**src/floatFormatPkg.sv**
```systemverilog
////////////////////
// single-precision float format: field widths, special values
// and the word type read both raw and as fields
////////////////////
package floatFormatPkg;

    localparam int expWidth  = 8;
    localparam int fracWidth = 23;
    // hidden bit plus stored fraction
    localparam int sigWidth  = fracWidth + 1;

    // exponent of infinity and NaN
    localparam logic [expWidth-1:0]  expMax  = '1;
    localparam logic [fracWidth-1:0] nanFrac = '1;

    typedef struct packed {
        logic                 sign;
        logic [expWidth-1:0]  exponent;
        logic [fracWidth-1:0] fraction;
    } floatFields_t;

    // same 32 bits, seen whole or split into fields
    typedef union packed {
        logic [31:0]  raw;
        floatFields_t fields;
    } floatWord_t;

endpackage

```
**src/addPathPkg.sv**
```systemverilog
////////////////////
// widths of the adder's internal significand datapath
////////////////////
package addPathPkg;

    // guard, round and sticky
    localparam int guardBits = 3;

    // significand with the three extra bits below it
    localparam int workWidth = floatFormatPkg::sigWidth + guardBits;

    // enough to count up to workWidth - 1 leading zeros
    localparam int lzcWidth  = 5;

endpackage

```
**src/floatUnpack.sv**
```systemverilog
`timescale 1ns/1ns
////////////////////
// splits both operands into fields and flags NaN and infinity
////////////////////
module floatUnpack
    import floatFormatPkg::*;
(
    input  floatWord_t          a,
    input  floatWord_t          b,
    output logic                signA,
    output logic                signB,
    output logic [expWidth-1:0] expA,
    output logic [expWidth-1:0] expB,
    output logic [sigWidth-1:0] sigA,
    output logic [sigWidth-1:0] sigB,
    output logic                nan,
    output logic                infA,
    output logic                infB
);
    logic maxExpA;
    logic maxExpB;
    logic fracZeroA;
    logic fracZeroB;

    assign signA = a.fields.sign;
    assign signB = b.fields.sign;
    assign expA  = a.fields.exponent;
    assign expB  = b.fields.exponent;

    // zero exponent reads as zero, denormals included
    assign sigA = (expA == '0) ? '0 : {1'b1, a.fields.fraction};
    assign sigB = (expB == '0) ? '0 : {1'b1, b.fields.fraction};

    assign maxExpA   = (expA == expMax);
    assign maxExpB   = (expB == expMax);
    assign fracZeroA = (a.fields.fraction == '0);
    assign fracZeroB = (b.fields.fraction == '0);

    assign nan  = (maxExpA && !fracZeroA) || (maxExpB && !fracZeroB);
    assign infA = maxExpA && fracZeroA;
    assign infB = maxExpB && fracZeroB;

endmodule

```
**src/alignOperands.sv**
```systemverilog
`timescale 1ns/1ns
////////////////////
// orders the operands by magnitude and shifts the smaller one right,
// folding the bits shifted out into a sticky bit
////////////////////
module alignOperands
    import floatFormatPkg::*;
    import addPathPkg::*;
(
    input  logic                 signA,
    input  logic                 signB,
    input  logic [expWidth-1:0]  expA,
    input  logic [expWidth-1:0]  expB,
    input  logic [sigWidth-1:0]  sigA,
    input  logic [sigWidth-1:0]  sigB,
    output logic [expWidth-1:0]  expAlign,
    output logic [workWidth-1:0] numX,
    output logic [workWidth-1:0] numY,
    output logic                 signX,
    output logic                 signY
);
    logic                 aFirst;
    logic [expWidth-1:0]  expSmall;
    logic [expWidth-1:0]  shiftAmount;
    logic [lzcWidth-1:0]  shiftLow;
    logic                 bigShift;
    logic [workWidth-1:0] numYTemp;
    logic [workWidth-1:0] numYShift;
    logic [workWidth-1:0] lostBits;
    logic                 stickyBit;

    // a is X when its exponent wins, or on a tie when its significand is not smaller
    assign aFirst = (expA > expB) || ((expA == expB) && (sigA >= sigB));

    assign expAlign = aFirst ? expA : expB;
    assign expSmall = aFirst ? expB : expA;
    assign signX    = aFirst ? signA : signB;
    assign signY    = aFirst ? signB : signA;

    assign numX     = aFirst ? {sigA, {guardBits{1'b0}}} : {sigB, {guardBits{1'b0}}};
    assign numYTemp = aFirst ? {sigB, {guardBits{1'b0}}} : {sigA, {guardBits{1'b0}}};

    assign shiftAmount = expAlign - expSmall;
    assign shiftLow    = shiftAmount[lzcWidth-1:0];
    // 32 and up clears Y
    assign bigShift    = |shiftAmount[expWidth-1:lzcWidth];

    assign numYShift = bigShift ? '0 : (numYTemp >> shiftLow);

    // everything that falls off the right end
    assign lostBits  = numYTemp & ~({workWidth{1'b1}} << shiftLow);
    assign stickyBit = bigShift ? |numYTemp : |lostBits;

    // low bit keeps its own value in the sticky as well
    assign numY = {numYShift[workWidth-1:1], numYShift[0] | stickyBit};

endmodule

```
**src/sumNormalize.sv**
```systemverilog
`timescale 1ns/1ns
////////////////////
// adds or subtracts the aligned magnitudes, then normalizes
// the sum and corrects its exponent
////////////////////
module sumNormalize
    import floatFormatPkg::*;
    import addPathPkg::*;
(
    input  logic [expWidth-1:0]  expAlign,
    input  logic [workWidth-1:0] numX,
    input  logic [workWidth-1:0] numY,
    input  logic                 signX,
    input  logic                 signY,
    output logic [expWidth-1:0]  expNorm,
    output logic [workWidth-1:0] sumNorm,
    output logic                 zero,
    output logic                 underflow,
    output logic                 normOverflow
);
    logic                 sameSign;
    logic [workWidth:0]   rawSum;
    logic [workWidth-1:0] sum;
    logic                 carry;
    logic [lzcWidth-1:0]  lead0;
    logic [workWidth-1:0] sumLShift;
    logic [expWidth-1:0]  expOne;
    logic [expWidth:0]    expDiff;

    assign sameSign = (signX == signY);

    // X is never smaller than Y, so the difference cannot go negative
    assign rawSum = sameSign ? ({1'b0, numX} + {1'b0, numY})
                             : ({1'b0, numX} - {1'b0, numY});
    assign sum    = rawSum[workWidth-1:0];
    assign carry  = sameSign && rawSum[workWidth];

    assign zero = !sameSign && (numX == numY);

    // leading-zero count, highest set bit wins
    always_comb begin
        lead0 = '0;
        for (int i = 0; i < workWidth; i++) begin
            if (sum[i]) begin
                lead0 = lzcWidth'(workWidth - 1 - i);
            end
        end
    end

    assign sumLShift = sum << lead0;

    assign expOne  = expAlign + 1'b1;
    assign expDiff = {1'b0, expAlign} - (expWidth + 1)'(lead0);

    always_comb begin
        if (carry) begin
            // one bit right, the two lowest bits merge into sticky
            sumNorm = {1'b1, sum[workWidth-1:2], sum[1] | sum[0]};
            expNorm = expOne;
        end else begin
            sumNorm = sumLShift;
            expNorm = expDiff[expWidth-1:0];
        end
    end

    assign normOverflow = carry && (expOne == expMax);

    // borrow, or an exponent landing on zero, has no normal encoding
    assign underflow = !carry && (expDiff[expWidth] || (expDiff[expWidth-1:0] == '0));

endmodule

```
**src/realRounding.sv**
```systemverilog
`timescale 1ns/1ns
////////////////////
// round to nearest even on the normalized sum
////////////////////
module realRounding
    import floatFormatPkg::*;
    import addPathPkg::*;
(
    input  logic [expWidth-1:0]  expNorm,
    input  logic [workWidth-1:0] sumNorm,
    output logic [expWidth-1:0]  expRound,
    output logic [sigWidth-1:0]  sigRound,
    output logic                 roundOverflow
);
    logic                guardBit;
    logic                roundBit;
    logic                stickyBit;
    logic                keptLsb;
    logic                roundUp;
    logic [sigWidth:0]   roundAdd;
    logic                rOut;
    logic [expWidth-1:0] expAdd;

    assign guardBit  = sumNorm[2];
    assign roundBit  = sumNorm[1];
    assign stickyBit = sumNorm[0];
    assign keptLsb   = sumNorm[guardBits];

    // above half, or exactly half with an odd kept value
    assign roundUp = guardBit && (roundBit || stickyBit || keptLsb);

    assign roundAdd = {1'b0, sumNorm[workWidth-1:guardBits]} + {{sigWidth{1'b0}}, roundUp};
    assign rOut     = roundAdd[sigWidth];

    assign expAdd = expNorm + 1'b1;

    // carry out means the significand wrapped to 1.000
    assign sigRound = rOut ? roundAdd[sigWidth:1] : roundAdd[sigWidth-1:0];
    assign expRound = rOut ? expAdd : expNorm;

    assign roundOverflow = rOut && (expAdd == expMax);

endmodule

```
**src/resultAdjust.sv**
```systemverilog
`timescale 1ns/1ns
////////////////////
// picks the final word: NaN, infinity, zero or the rounded sum
////////////////////
module resultAdjust
    import floatFormatPkg::*;
(
    input  logic                underflow,
    input  logic                roundOverflow,
    input  logic                normOverflow,
    input  logic                zero,
    input  logic                nan,
    input  logic                infA,
    input  logic                infB,
    input  logic                signX,
    input  logic                signY,
    input  logic [expWidth-1:0] expRound,
    input  logic [sigWidth-1:0] sigRound,
    output floatWord_t          result
);
    logic nanRes;
    logic infRes;
    logic zeroRes;

    // inf - inf is invalid
    assign nanRes  = nan || (infA && infB && (signX != signY));
    assign infRes  = roundOverflow || normOverflow || infA || infB;
    assign zeroRes = underflow || zero;

    always_comb begin
        result.raw = '0;
        if (nanRes) begin
            result.fields.sign     = signX;
            result.fields.exponent = expMax;
            result.fields.fraction = nanFrac;
        end else if (infRes) begin
            result.fields.sign     = signX;
            result.fields.exponent = expMax;
        end else if (!zeroRes) begin
            result.fields.sign     = signX;
            result.fields.exponent = expRound;
            result.fields.fraction = sigRound[fracWidth-1:0];
        end
    end

endmodule

```
**src/floatAdder.sv**
```systemverilog
`timescale 1ns/1ns
////////////////////
// pipelined single-precision adder; inValid strobes an operand pair
// and outValid strobes its sum two clock edges later
////////////////////
module floatAdder
    import floatFormatPkg::*;
    import addPathPkg::*;
(
    input  logic       clk,
    input  logic       rst,
    input  logic       inValid,
    input  floatWord_t a,
    input  floatWord_t b,
    output logic       outValid,
    output floatWord_t result
);
    logic                 signA;
    logic                 signB;
    logic [expWidth-1:0]  expA;
    logic [expWidth-1:0]  expB;
    logic [sigWidth-1:0]  sigA;
    logic [sigWidth-1:0]  sigB;
    logic                 nan;
    logic                 infA;
    logic                 infB;

    logic [expWidth-1:0]  expAlign;
    logic [workWidth-1:0] numX;
    logic [workWidth-1:0] numY;
    logic                 signX;
    logic                 signY;

    // stage 1
    logic                 s1Valid;
    logic [expWidth-1:0]  s1ExpAlign;
    logic [workWidth-1:0] s1NumX;
    logic [workWidth-1:0] s1NumY;
    logic                 s1SignX;
    logic                 s1SignY;
    logic                 s1Nan;
    logic                 s1InfA;
    logic                 s1InfB;

    logic [expWidth-1:0]  expNorm;
    logic [workWidth-1:0] sumNorm;
    logic                 zero;
    logic                 underflow;
    logic                 normOverflow;
    logic [expWidth-1:0]  expRound;
    logic [sigWidth-1:0]  sigRound;
    logic                 roundOverflow;
    floatWord_t           adjWord;

    floatUnpack unpack (
        .a     (a),
        .b     (b),
        .signA (signA),
        .signB (signB),
        .expA  (expA),
        .expB  (expB),
        .sigA  (sigA),
        .sigB  (sigB),
        .nan   (nan),
        .infA  (infA),
        .infB  (infB)
    );

    alignOperands align (
        .signA    (signA),
        .signB    (signB),
        .expA     (expA),
        .expB     (expB),
        .sigA     (sigA),
        .sigB     (sigB),
        .expAlign (expAlign),
        .numX     (numX),
        .numY     (numY),
        .signX    (signX),
        .signY    (signY)
    );

    always_ff @(posedge clk) begin
        if (rst) begin
            s1Valid  <= 1'b0;
            outValid <= 1'b0;
        end else begin
            s1Valid  <= inValid;
            outValid <= s1Valid;
        end
    end

    always_ff @(posedge clk) begin
        if (inValid) begin
            s1ExpAlign <= expAlign;
            s1NumX     <= numX;
            s1NumY     <= numY;
            s1SignX    <= signX;
            s1SignY    <= signY;
            s1Nan      <= nan;
            s1InfA     <= infA;
            s1InfB     <= infB;
        end
        if (s1Valid) begin
            result <= adjWord;
        end
    end

    sumNormalize normalize (
        .expAlign     (s1ExpAlign),
        .numX         (s1NumX),
        .numY         (s1NumY),
        .signX        (s1SignX),
        .signY        (s1SignY),
        .expNorm      (expNorm),
        .sumNorm      (sumNorm),
        .zero         (zero),
        .underflow    (underflow),
        .normOverflow (normOverflow)
    );

    realRounding rounding (
        .expNorm       (expNorm),
        .sumNorm       (sumNorm),
        .expRound      (expRound),
        .sigRound      (sigRound),
        .roundOverflow (roundOverflow)
    );

    resultAdjust adjust (
        .underflow     (underflow),
        .roundOverflow (roundOverflow),
        .normOverflow  (normOverflow),
        .zero          (zero),
        .nan           (s1Nan),
        .infA          (s1InfA),
        .infB          (s1InfB),
        .signX         (s1SignX),
        .signY         (s1SignY),
        .expRound      (expRound),
        .sigRound      (sigRound),
        .result        (adjWord)
    );

endmodule

```
**config.mk**
```make
export PLATFORM = sky130hd
export DESIGN_NAME = floatAdder
export DESIGN_NICKNAME = d
export VERILOG_FILES = /design/src/floatFormatPkg.sv /design/src/addPathPkg.sv /design/src/floatUnpack.sv /design/src/alignOperands.sv /design/src/sumNormalize.sv /design/src/realRounding.sv /design/src/resultAdjust.sv /design/src/floatAdder.sv
export SDC_FILE = /design/constraint.sdc
export NUM_CORES = 1
export LEC_CHECK = 0
export ABC_AREA = 1
export BUFFER_PORTS_ARGS = -buffer_cell sky130_fd_sc_hd__buf_2
export CAP_MARGIN = 20
export CELL_PAD_IN_SITES_DETAIL_PLACEMENT = 1
export CELL_PAD_IN_SITES_GLOBAL_PLACEMENT = 2
export CORE_MARGIN = 10
export CORE_UTILIZATION = 34
export DETAILED_ROUTE_END_ITERATION = 10
export PLACE_DENSITY = 0.92
export SYNTH_ARGS = -nofsm -noshare
export SYNTH_HDL_FRONTEND = slang
export SYNTH_SLANG_ARGS = --single-unit
```
**constraint.sdc**
```tcl
create_clock -name clk -period 7.87 [get_ports clk]
set_input_delay 0.3935 -clock clk [delete_from_list [all_inputs] [get_ports clk]]
set_output_delay 0.3935 -clock clk [all_outputs]
set_load 0.05 [all_outputs]
```
### After elaboration in Yosys (flattened, before gate mapping)

Cells that the tools add are included.

| storage, ports and cells | value |
|---|---|
| register bits after elaboration | 101 |
| bits of input ports | 67 |
| output and inout bits | 33 |
| word-level logic and storage cells | 120 |

| operators by class | value |
|---|---|
| add/subtract/negate cells | 7 |
| magnitude comparators | 2 |
| equal/unequal tests | 8 |
| shift-type cells | 3 |
| mux-type cells | 46 |
| bitwise gates (word level) | 4 |
| reductions and logical operators | 36 |

Operator list:

| operator | count |
|---|---|
| $mux W5 | 27 |
| $mux W27 | 3 |
| $mux W32 | 2 |
| $reduce_or A27 Y1 | 2 |
| $mux W24 | 2 |
| $logic_not A23 Y1 | 2 |
| $mux W23 | 2 |
| $eq A8 B8 Y1 const B | 4 |
| $mux W8 | 4 |
| $add A27 B27 Y28 | 1 |
| $mux W28 | 1 |
| $sub A27 B27 Y28 | 1 |
| $and A27 B27 Y27 | 1 |
| $eq A27 B27 Y1 | 1 |
| $not A27 Y27 | 1 |
| $shl A27 B5 Y27 | 1 |
| $shl A27 B5 Y27 const A | 1 |
| $shr A27 B5 Y27 | 1 |
| $add A24 B1 Y25 | 1 |
| $ge A24 B24 Y1 | 1 |
| $logic_not A8 Y1 | 3 |
| $add A8 B1 Y8 const B | 2 |
| $logic_and A1 B1 Y1 | 13 |
| $logic_or A1 B1 Y1 | 10 |
| other kinds (12) | 19 |

### Longest topological paths before layout

Gate-level depths: netlist of run 1.

| depth | value |
|---|---|
| depth in word-level cells | 41 |
| depth in mapped cells | 52 |
| mapped depth without buffers | 50 |

### Cells and area by module

A second synthesis of run 1 with hierarchy kept.

| second synthesis, totals | value |
|---|---|
| cells, all modules | 2496 |
| area total of the unflattened synthesis | 14989.4 µm² |

Modules (own cells, without submodules):

| module | instances | cells an instance | area an instance (µm²) | sequential area each (µm²) |
|---|---|---|---|---|
| sumNormalize | 1 | 1107 | 5808.1 | 0.0 |
| alignOperands | 1 | 802 | 3881.2 | 0.0 |
| floatAdder | 1 | 105 | 3027.9 | 3012.9 |
| realRounding | 1 | 214 | 1094.8 | 0.0 |
| floatUnpack | 1 | 182 | 809.5 | 0.0 |
| resultAdjust | 1 | 86 | 367.9 | 0.0 |

### Worst setup path before layout of run 1

No wires, ideal clock.

| timing | value |
|---|---|
| kind | reg2reg |
| start | register s1NumY[3] |
| end | register result[16] (netlist name), data pin |
| library setup time | 263 ps |
| data arrival time | 5190 ps |
| required time | 7607 ps |
| path slack | 2417 ps |
| stages on the path, launching flop included | 41 |
| buffers on the path | 3 |
| clock period less this slack | 5453 ps |
| cells stage by stage | edfxtp_1 ha_1 fa_1 nand3_1 nand2_1 nand2_1 nand2_2 nand3_2 nand2_2 a21oi_2 o21ai_2 inv_2 o21bai_1 or2_1 nand2_1 nand2_1 nand2_2 nand2_1 (+5 left out) ha_1 a21oi_1 nor2_1 nor2_1 nor2_1 nor3_1 xor2_1 o21ai_0 nor4_1 xnor2_1 nand4_1 nor2_1 nand4_2 nand2_1 inv_2 buf_6 nand3_1 nand2_1 |

| on the way | value |
|---|---|
| cells in the longest elaborated chain, start to end | 37 |
| elaborated cells on any way between the ends | 53 |
| classes of those cells | 5 x add/sub; 2 x eq/ne; 1 x shift; 30 x mux; 15 x reduce/logical |

Ends and longest elaborated chain:

| item | RTL line | source |
|---|---|---|
| from (decl) | floatAdder.sv:38 | `logic [workWidth-1:0] s1NumY;` |
| from (signal assigned) | floatAdder.sv:97 | `s1NumY <= numY;` |
| $sub A27 B27 Y28 / $add A27 B27 Y28 (equally long branches) | sumNormalize.sv:34, sumNormalize.sv:33 |  |
| $mux W28 | sumNormalize.sv:33 | `assign rawSum = sameSign ? ({1'b0, numX} + {1'b0, numY})` |
| $mux W5 (24 in series) | sumNormalize.sv:44 | `if (sum[i]) begin` |
| $shl A27 B5 Y27 | sumNormalize.sv:50 | `assign sumLShift = sum << lead0;` |
| $mux W27 | sumNormalize.sv:56 | `if (carry) begin` |
| $logic_or A1 B1 Y1 (2 in series) | realRounding.sv:30 | `assign roundUp = guardBit && (roundBit \|\| stickyBit \|\| keptLsb);` |
| $logic_and A1 B1 Y1 | realRounding.sv:30 |  |
| $add A24 B1 Y25 | realRounding.sv:32 | `assign roundAdd = {1'b0, sumNorm[workWidth-1:guardBits]} + {{sigWidth{1'b0}}, roundUp};` |
| $logic_and A1 B1 Y1 | realRounding.sv:41 | `assign roundOverflow = rOut && (expAdd == expMax);` |
| $logic_or A1 B1 Y1 (3 in series) | resultAdjust.sv:27 | `assign infRes = roundOverflow \|\| normOverflow \|\| infA \|\| infB;` |
| $mux W23 (*) | resultAdjust.sv:36 | `end else if (infRes) begin` |
| to (signal assigned) | floatAdder.sv:105 | `result <= adjWord;` |
| to (decl) | floatAdder.sv:16 | `output floatWord_t result` |

Every way passes the cells marked *; elsewhere a longest branch is shown, timed or not.
A chain may end at the register's enable or synchronous reset.

### Final worst setup path of run 1

| timing | value |
|---|---|
| start | register s1NumX[8] |
| end | register result[18] (netlist name), data pin |

| on the way | value |
|---|---|
| cells in the longest elaborated chain, start to end | 32 |
| elaborated cells on any way between the ends | 48 |
| classes of those cells | 5 x add/sub; 2 x eq/ne; 1 x shift; 25 x mux; 15 x reduce/logical |

Ends and longest elaborated chain:

| item | RTL line | source |
|---|---|---|
| from (decl) | floatAdder.sv:37 | `logic [workWidth-1:0] s1NumX;` |
| from (signal assigned) | floatAdder.sv:96 | `s1NumX <= numX;` |
| $sub A27 B27 Y28 / $add A27 B27 Y28 (equally long branches) | sumNormalize.sv:34, sumNormalize.sv:33 |  |
| $mux W28 | sumNormalize.sv:33 |  |
| $mux W5 (19 in series) | sumNormalize.sv:44 |  |
| $shl A27 B5 Y27 | sumNormalize.sv:50 |  |
| $mux W27 | sumNormalize.sv:56 |  |
| $logic_or A1 B1 Y1 (2 in series) | realRounding.sv:30 |  |
| $logic_and A1 B1 Y1 | realRounding.sv:30 |  |
| $add A24 B1 Y25 | realRounding.sv:32 |  |
| $logic_and A1 B1 Y1 | realRounding.sv:41 |  |
| $logic_or A1 B1 Y1 (3 in series) | resultAdjust.sv:27 |  |
| $mux W23 (*) | resultAdjust.sv:36 |  |

Marks and branches as above.

==> results of run 1 <==
-- sequential cells by signal, summed over array words and instances (netlist names) --
signal / cells
result: 32
s1NumY: 27
s1NumX: 24
s1ExpAlign: 8
outValid: 1
s1InfA: 1
s1InfB: 1
s1Nan: 1
s1SignX: 1
s1SignY: 1
s1Valid: 1
-- cell type report --
cell class	instances	area (µm²)	share of cell area (%)
clock buffer	13	240	1.65
clock inverter	3	25.0	0.172
inverter	271	1020	7.01
multi-input combinational	1695	8980	61.8
sequential	98	2920	20.1
tap	518	648	4.46
timing repair buffer	124	687	4.73
-- cell usage after synthesis, drive strengths merged (5+ instances only) --
master | count | share of area, %
a211oi | 7 | 0.39
a21oi | 108 | 4.2
a31oi | 9 | 0.42
buf | 43 | 2.0
clkbuf | 43 | 1.2
edfxtp | 96 | 22
ha | 92 | 8.6
inv | 268 | 7.5
mux2i | 13 | 0.98
nand2 | 589 | 17
nand3 | 262 | 10
nand4 | 32 | 1.5
nor2 | 180 | 5.3
nor3 | 30 | 1.2
nor4 | 16 | 0.75
o2111ai | 6 | 0.39
o211ai | 6 | 0.34
o21ai | 209 | 7.9
o21bai | 5 | 0.28
o221ai | 5 | 0.33
o22ai | 28 | 1.4
or2 | 16 | 0.75
xnor2 | 11 | 0.72
xor2 | 36 | 2.4
-- worst max-delay path, delay by kind of cell (launching register included) --
kind	cells	cell delay, ns
flops	1	0.41
xor+xnor	2	0.43
simple gates	22	3.13
fa+ha+maj	2	0.78
buf+inv	4	0.56
compound gates	7	1.43
-- where the power goes --
group / internal [mW] / switching [mW]
Combinational: 0.868 / 2.15
Clock: 0.217 / 0.202
Sequential: 0.645 / 0.0363
Total: 1.73 / 2.39
-- stage by stage --
stage / hold slack [ns] / power, mW / util, % / cell area (µm²)
2_1_floorplan: 0.465 / 2.82 / - / 13300
3_3_place_gp: 0.570 / 3.60 / 36.8 / 14200
3_5_place_dp: 0.573 / 3.65 / 36.8 / 14200
4_1_cts: 0.164 / 4.09 / 37.5 / 14500
5_1_grt: 0.187 / 4.50 / 37.5 / 14500
6_report: 0.183 / 4.12 / 37.5 / 14500
-- placed cells by master (no fill, tap or decap), types with 4 or more instances in the layout --
cell type and n:
a211oi_1 7, a21boi_0 4, a21o_1 4, a21oi_1 103
a21oi_2 5, a31oi_1 8, buf_2 99, buf_4 24
clkbuf_1 4, clkbuf_16 9, edfxtp_1 96, ha_1 92
inv_1 248, inv_2 20, mux2i_1 13, nand2_1 570
nand2_2 18, nand3_1 252, nand3_2 9, nand3b_1 4
nand4_1 31, nor2_1 172, nor2_2 7, nor3_1 29
nor4_1 16, o2111ai_1 6, o211ai_1 6, o21a_1 4
o21ai_0 164, o21ai_1 43, o21bai_1 5, o221ai_1 5
o22ai_1 27, o31ai_1 4, or2_1 5, or2_2 10
xnor2_1 11, xor2_1 35
-- metal layers --
metal,up-vias,track usage (%),share of wire (%)
li1,7314,-,-
met1,7218,28.7,46
met2,381,37.2,47
met3,86,2.93,4.5
met4,2,8.03,3.1
met5,-,0,0.021
-- logic make-up after synthesis --
logic type                 after synthesis
AOI/OAI and AO/OA                      409
xor gates and xnor gates                47
adders and majority gates               94
buffers and inverters                  357
DFF                                     98
muxes                                   13
and+or+nand+nor                       1132
-- final timing paths --
check | start | end | slack [ns] | depth (start not counted)
worst max-delay path | s1NumX[8] | result[18] | 0.89 | 37
worst min-delay path | rst | s1Valid | 0.18 | 2
worst max register to register | s1NumX[8] | result[18] | 0.89 | 37
worst min register to register | s1SignX | result[31] | 0.70 | 2
==> impl_metrics.py, run 1 <==
metrics = {
    "status": {
        "status": "finished, final reports clean",
    },
    "grt": {
        "overflow": 0,
        "grt_pass1_wl_mm": 85.2,
        "grt_pass1_vias": 15500,
        "grt_antenna_before_repair": 2,
        "grt_max_degree": 66,
        "track_usage_pct": 22.2,
    },
    "final_layout": {
        "fill_cells": 5277,
        "diodes": 0,
        "drive_gt1_share_pct": 9.80,
        "fin_cells": 2722,
        "area_growth_pct": 8.80,
        "final_nets": 2360,
    },
    "drt": {
        "avgViaCountPerCell": 5.51,
        "wirelength_mm": 53.6,
        "drc": 0,
        "routedWlPerCell_um": 19.7,
        "vias": 15000,
        "first_pass_iters": 5,
        "drt_iter0_drc": 1003,
        "antenna_left": 0,
    },
    "die": {
        "core.rowCount": 72,
        "die_x_um": 218,
        "ios": 100,
        "core-area_mm2": 0.0387,
        "start_util_pct": 34.5,
        "die_y_um": 218,
        "die-area_mm2": 0.0476,
    },
    "synth": {
        "syn_avg_cell_area_um2": 6.21,
        "synthXorXnorAreaFrac_pct": 3.14,
        "async_reset_ff_share_pct": 0,
        "synth_nets": 2311,
        "synth.area.mux_share_pct": 0.975,
        "synth_top_family_by_area": "simple AND/OR/NAND/NOR gates",
        "synth-compound-area-share_pct": 17.2,
        "yosys_warnings": 0,
        "synth_seq_cells": 98,
        "synth_fa_ha_area_share_pct": 8.93,
        "ys.flop_type": "edfxtp_1",
        "synth_edf_count": 96,
        "yosysSeqAreaShare_pct": 21.9,
        "syn_area_mm2": 0.0133,
        "yosysUniqueCellTypes": 60,
        "synth_cells": 2150,
        "yosys.area_share.simple_pct": 37.0,
    },
    "clocking": {
        "clk_pin_slew_ns": 0.07,
        "numCtsBuffers": 9,
        "root_buffer": "clkbuf_16",
        "cts_hold_buf": 0,
        "cts_resized": 0,
        "numClockSinks": 98,
        "post_cts_buffers": 0,
        "clkLatencyLatePin_ns": 0.37,
        "clockBufferDepth": 2,
        "cts_tree": "done",
        "ctsHtreeMaxLevel": 3,
    },
    "critical_path": {
        "cp_slowest_cell": "ha_1",
        "max_stage_delay_ns": 0.49,
        "cp.arrival_ns": 7.12,
        "worstSetupPathType": "register to register",
        "worstPathRequired_ns": 8.00,
        "cp-start-kind": "register",
        "endpoint_kind": "register",
        "cp_max_fo": 19,
        "crit_top_cell": "nand2_1",
    },
    "placed_design": {
        "port_buffers": 99,
        "place_worst_setup_slack_ns": 1.02,
        "dp_cells": 2705,
        "hpwlAfterDp_mm": 44.6,
        "globalplace.congestion": 0.989,
    },
    "power": {
        "cellPowerDensity_mw_per_mm2": 284,
        "peakVddDrop_uv": 115,
        "p_leak_nw": 6.99,
    },
    "timing": {
        "relSlewSlack_pct": 41.2,
        "hold_viol": 0,
        "fin_crit_ns": 6.98,
        "finalCritPeriodShare_pct": 88.7,
        "maxSlewViolCount": 0,
        "setup_slack_ns": 0.886,
        "finalSetupTns_ns": 0,
        "worstMarginPinSlew_ns": 0.879,
        "setup_viol": 0,
        "max_freq_ghz": 0.143,
        "finalClockSkew_ns": 0.0154,
        "rsz0062_at_grt": "false",
    },
    "job": {
        "maxCapViolCount": 0,
    },
    "min_path": {
        "worstHoldPathType": "input port to register",
    },
}
No activity file was read; power rests on OpenSTA's default activity.
==> run 2, diff against run 1 <==
PLACE_DENSITY = 0.87   (was 0.92)
==> impl_metrics.py, run 2 (same netlist as run 1, synthesis figures left out) <==
metrics = {
    "status": {
        "status": "finished, final reports clean",
    },
    "critical_path": {
        "endpoint_kind": "register",
        "worstSetupPathType": "register to register",
        "cp-start-kind": "register",
        "worstPathRequired_ns": 7.99,
        "cp.arrival_ns": 7.25,
        "cp_max_fo": 34,
        "cp_slowest_cell": "xor2_1",
        "crit_top_cell": "nand2_1",
        "path_buf_inv": 3,
        "crit_family": "simple AND/OR/NAND/NOR gates",
        "max_stage_delay_ns": 0.68,
    },
    "timing": {
        "finalCritPeriodShare_pct": 90.7,
        "finalSetupTns_ns": 0,
        "worstMarginPinSlew_ns": 0.839,
        "relSlewSlack_pct": 44.1,
        "setup_viol": 0,
        "maxSlewViolCount": 0,
        "max_freq_ghz": 0.140,
        "fin_crit_ns": 7.13,
        "rsz0062_at_grt": "false",
        "hold_viol": 0,
        "finalClockSkew_ns": 0.0170,
    },
    "final_layout": {
        "drive_gt1_share_pct": 9.98,
        "largest_reg_flops": 32,
        "final_nets": 2361,
        "top_register": "result",
        "reg_top3": "result x32, s1NumY x27, s1NumX x24",
        "final_common_cell": "nand2_1",
        "final_cell_mix": "570 x nand2_1, 252 x nand3_1, 248 x inv_1, 172 x nor2_1, 164 x o21ai_0",
        "diodes": 0,
        "fill_cells": 5242,
        "area_growth_pct": 9.32,
    },
    "grt": {
        "grt_pass1_vias": 15400,
        "overflow": 0,
        "grt_antenna_before_repair": 0,
        "grt_max_degree": 66,
        "track_usage_pct": 21.8,
        "grt_pass1_wl_mm": 84.2,
    },
    "clocking": {
        "cts_tree": "done",
        "clk_pin_slew_ns": 0.08,
        "clkLatencyLatePin_ns": 0.36,
        "root_buffer": "clkbuf_16",
        "post_cts_buffers": 0,
        "cts_resized": 0,
        "numCtsBuffers": 9,
        "clockBufferDepth": 2,
        "ctsHtreeMaxLevel": 3,
        "numClockSinks": 98,
        "cts_hold_buf": 0,
    },
    "placed_design": {
        "port_buffers": 99,
        "hpwlAfterDp_mm": 44.4,
        "globalplace.congestion": 0.936,
    },
    "drt": {
        "drc": 0,
        "wirelength_mm": 52.8,
        "routedWlPerCell_um": 19.4,
        "first_pass_iters": 5,
        "antenna_left": 0,
        "drt_iter0_drc": 816,
        "vias": 14900,
        "avgViaCountPerCell": 5.48,
    },
    "die": {
        "core-area_mm2": 0.0387,
        "core.rowCount": 72,
        "die-area_mm2": 0.0476,
        "start_util_pct": 34.5,
        "ios": 100,
        "die_y_um": 218,
        "die_x_um": 218,
    },
    "min_path": {
        "worstHoldPathType": "input port to register",
    },
    "power": {
        "cellPowerDensity_mw_per_mm2": 287,
        "power_mw": 4.19,
        "p_leak_nw": 7.03,
        "peakVddDrop_uv": 104,
    },
    "job": {
        "maxCapViolCount": 0,
    },
}
==> run 2: changes by cell type in the layout (fill, tap and decap cells not counted) <==
| cell | delta |
|---|---|
| bufinv_16 | +2 |
| inv_6 | +1 |
| clkbuf_1 | -3 |
| inv_8 | +1 |
| buf_4 | +1 |
| clkinvlp_4 | -1 |
==> run 2: area by class of cell <==
cell class	count	area, µm²	share of cell area, %
Multi-Input combinational cell	1695	8980	61.6
Sequential cell	98	2920	20.0
Inverter	271	1020	6.97
Timing Repair Buffer	125	694	4.76
Tap cell	518	648	4.44
Clock buffer	10	229	1.57
Clock inverter	6	97.6	0.669
==> run 2: power by group <==
group / switching (mW) / internal, mW
Sequential: 0.0361 / 0.645
Combinational: 2.15 / 0.866
Clock: 0.208 / 0.284
==> run 2: worst paths after layout <==
path	start	endpoint	slack [ns]	cells after the start
max	s1NumY[0]	result[18]	0.74	38
min	rst	s1Valid	0.20	2
max reg2reg	s1NumY[0]	result[18]	0.74	38
min reg2reg	s1Valid	outValid	0.43	2
==> run 2: per-stage QoR <==
stage	utilization (%)	area, µm²	std cells	hold WS, ns	setup slack (ns)
4_1_cts	37.6	14600	2722	0.187	0.654
5_1_grt	37.7	14600	2723	0.193	0.0412
3_5_place_dp	36.8	14300	2706	0.417	0.698
2_1_floorplan	-	13300	2150	0.465	2.42
3_3_place_gp	36.8	14300	2706	0.416	0.848
6_report	37.7	14600	2723	0.197	0.735
==> run 2: routing by layer <==
metal,GRT usage (%),routed length (µm)
met3,2.09,2070
met4,7.29,1470
met5,0,0
met1,28.4,24300
met2,37.0,25000
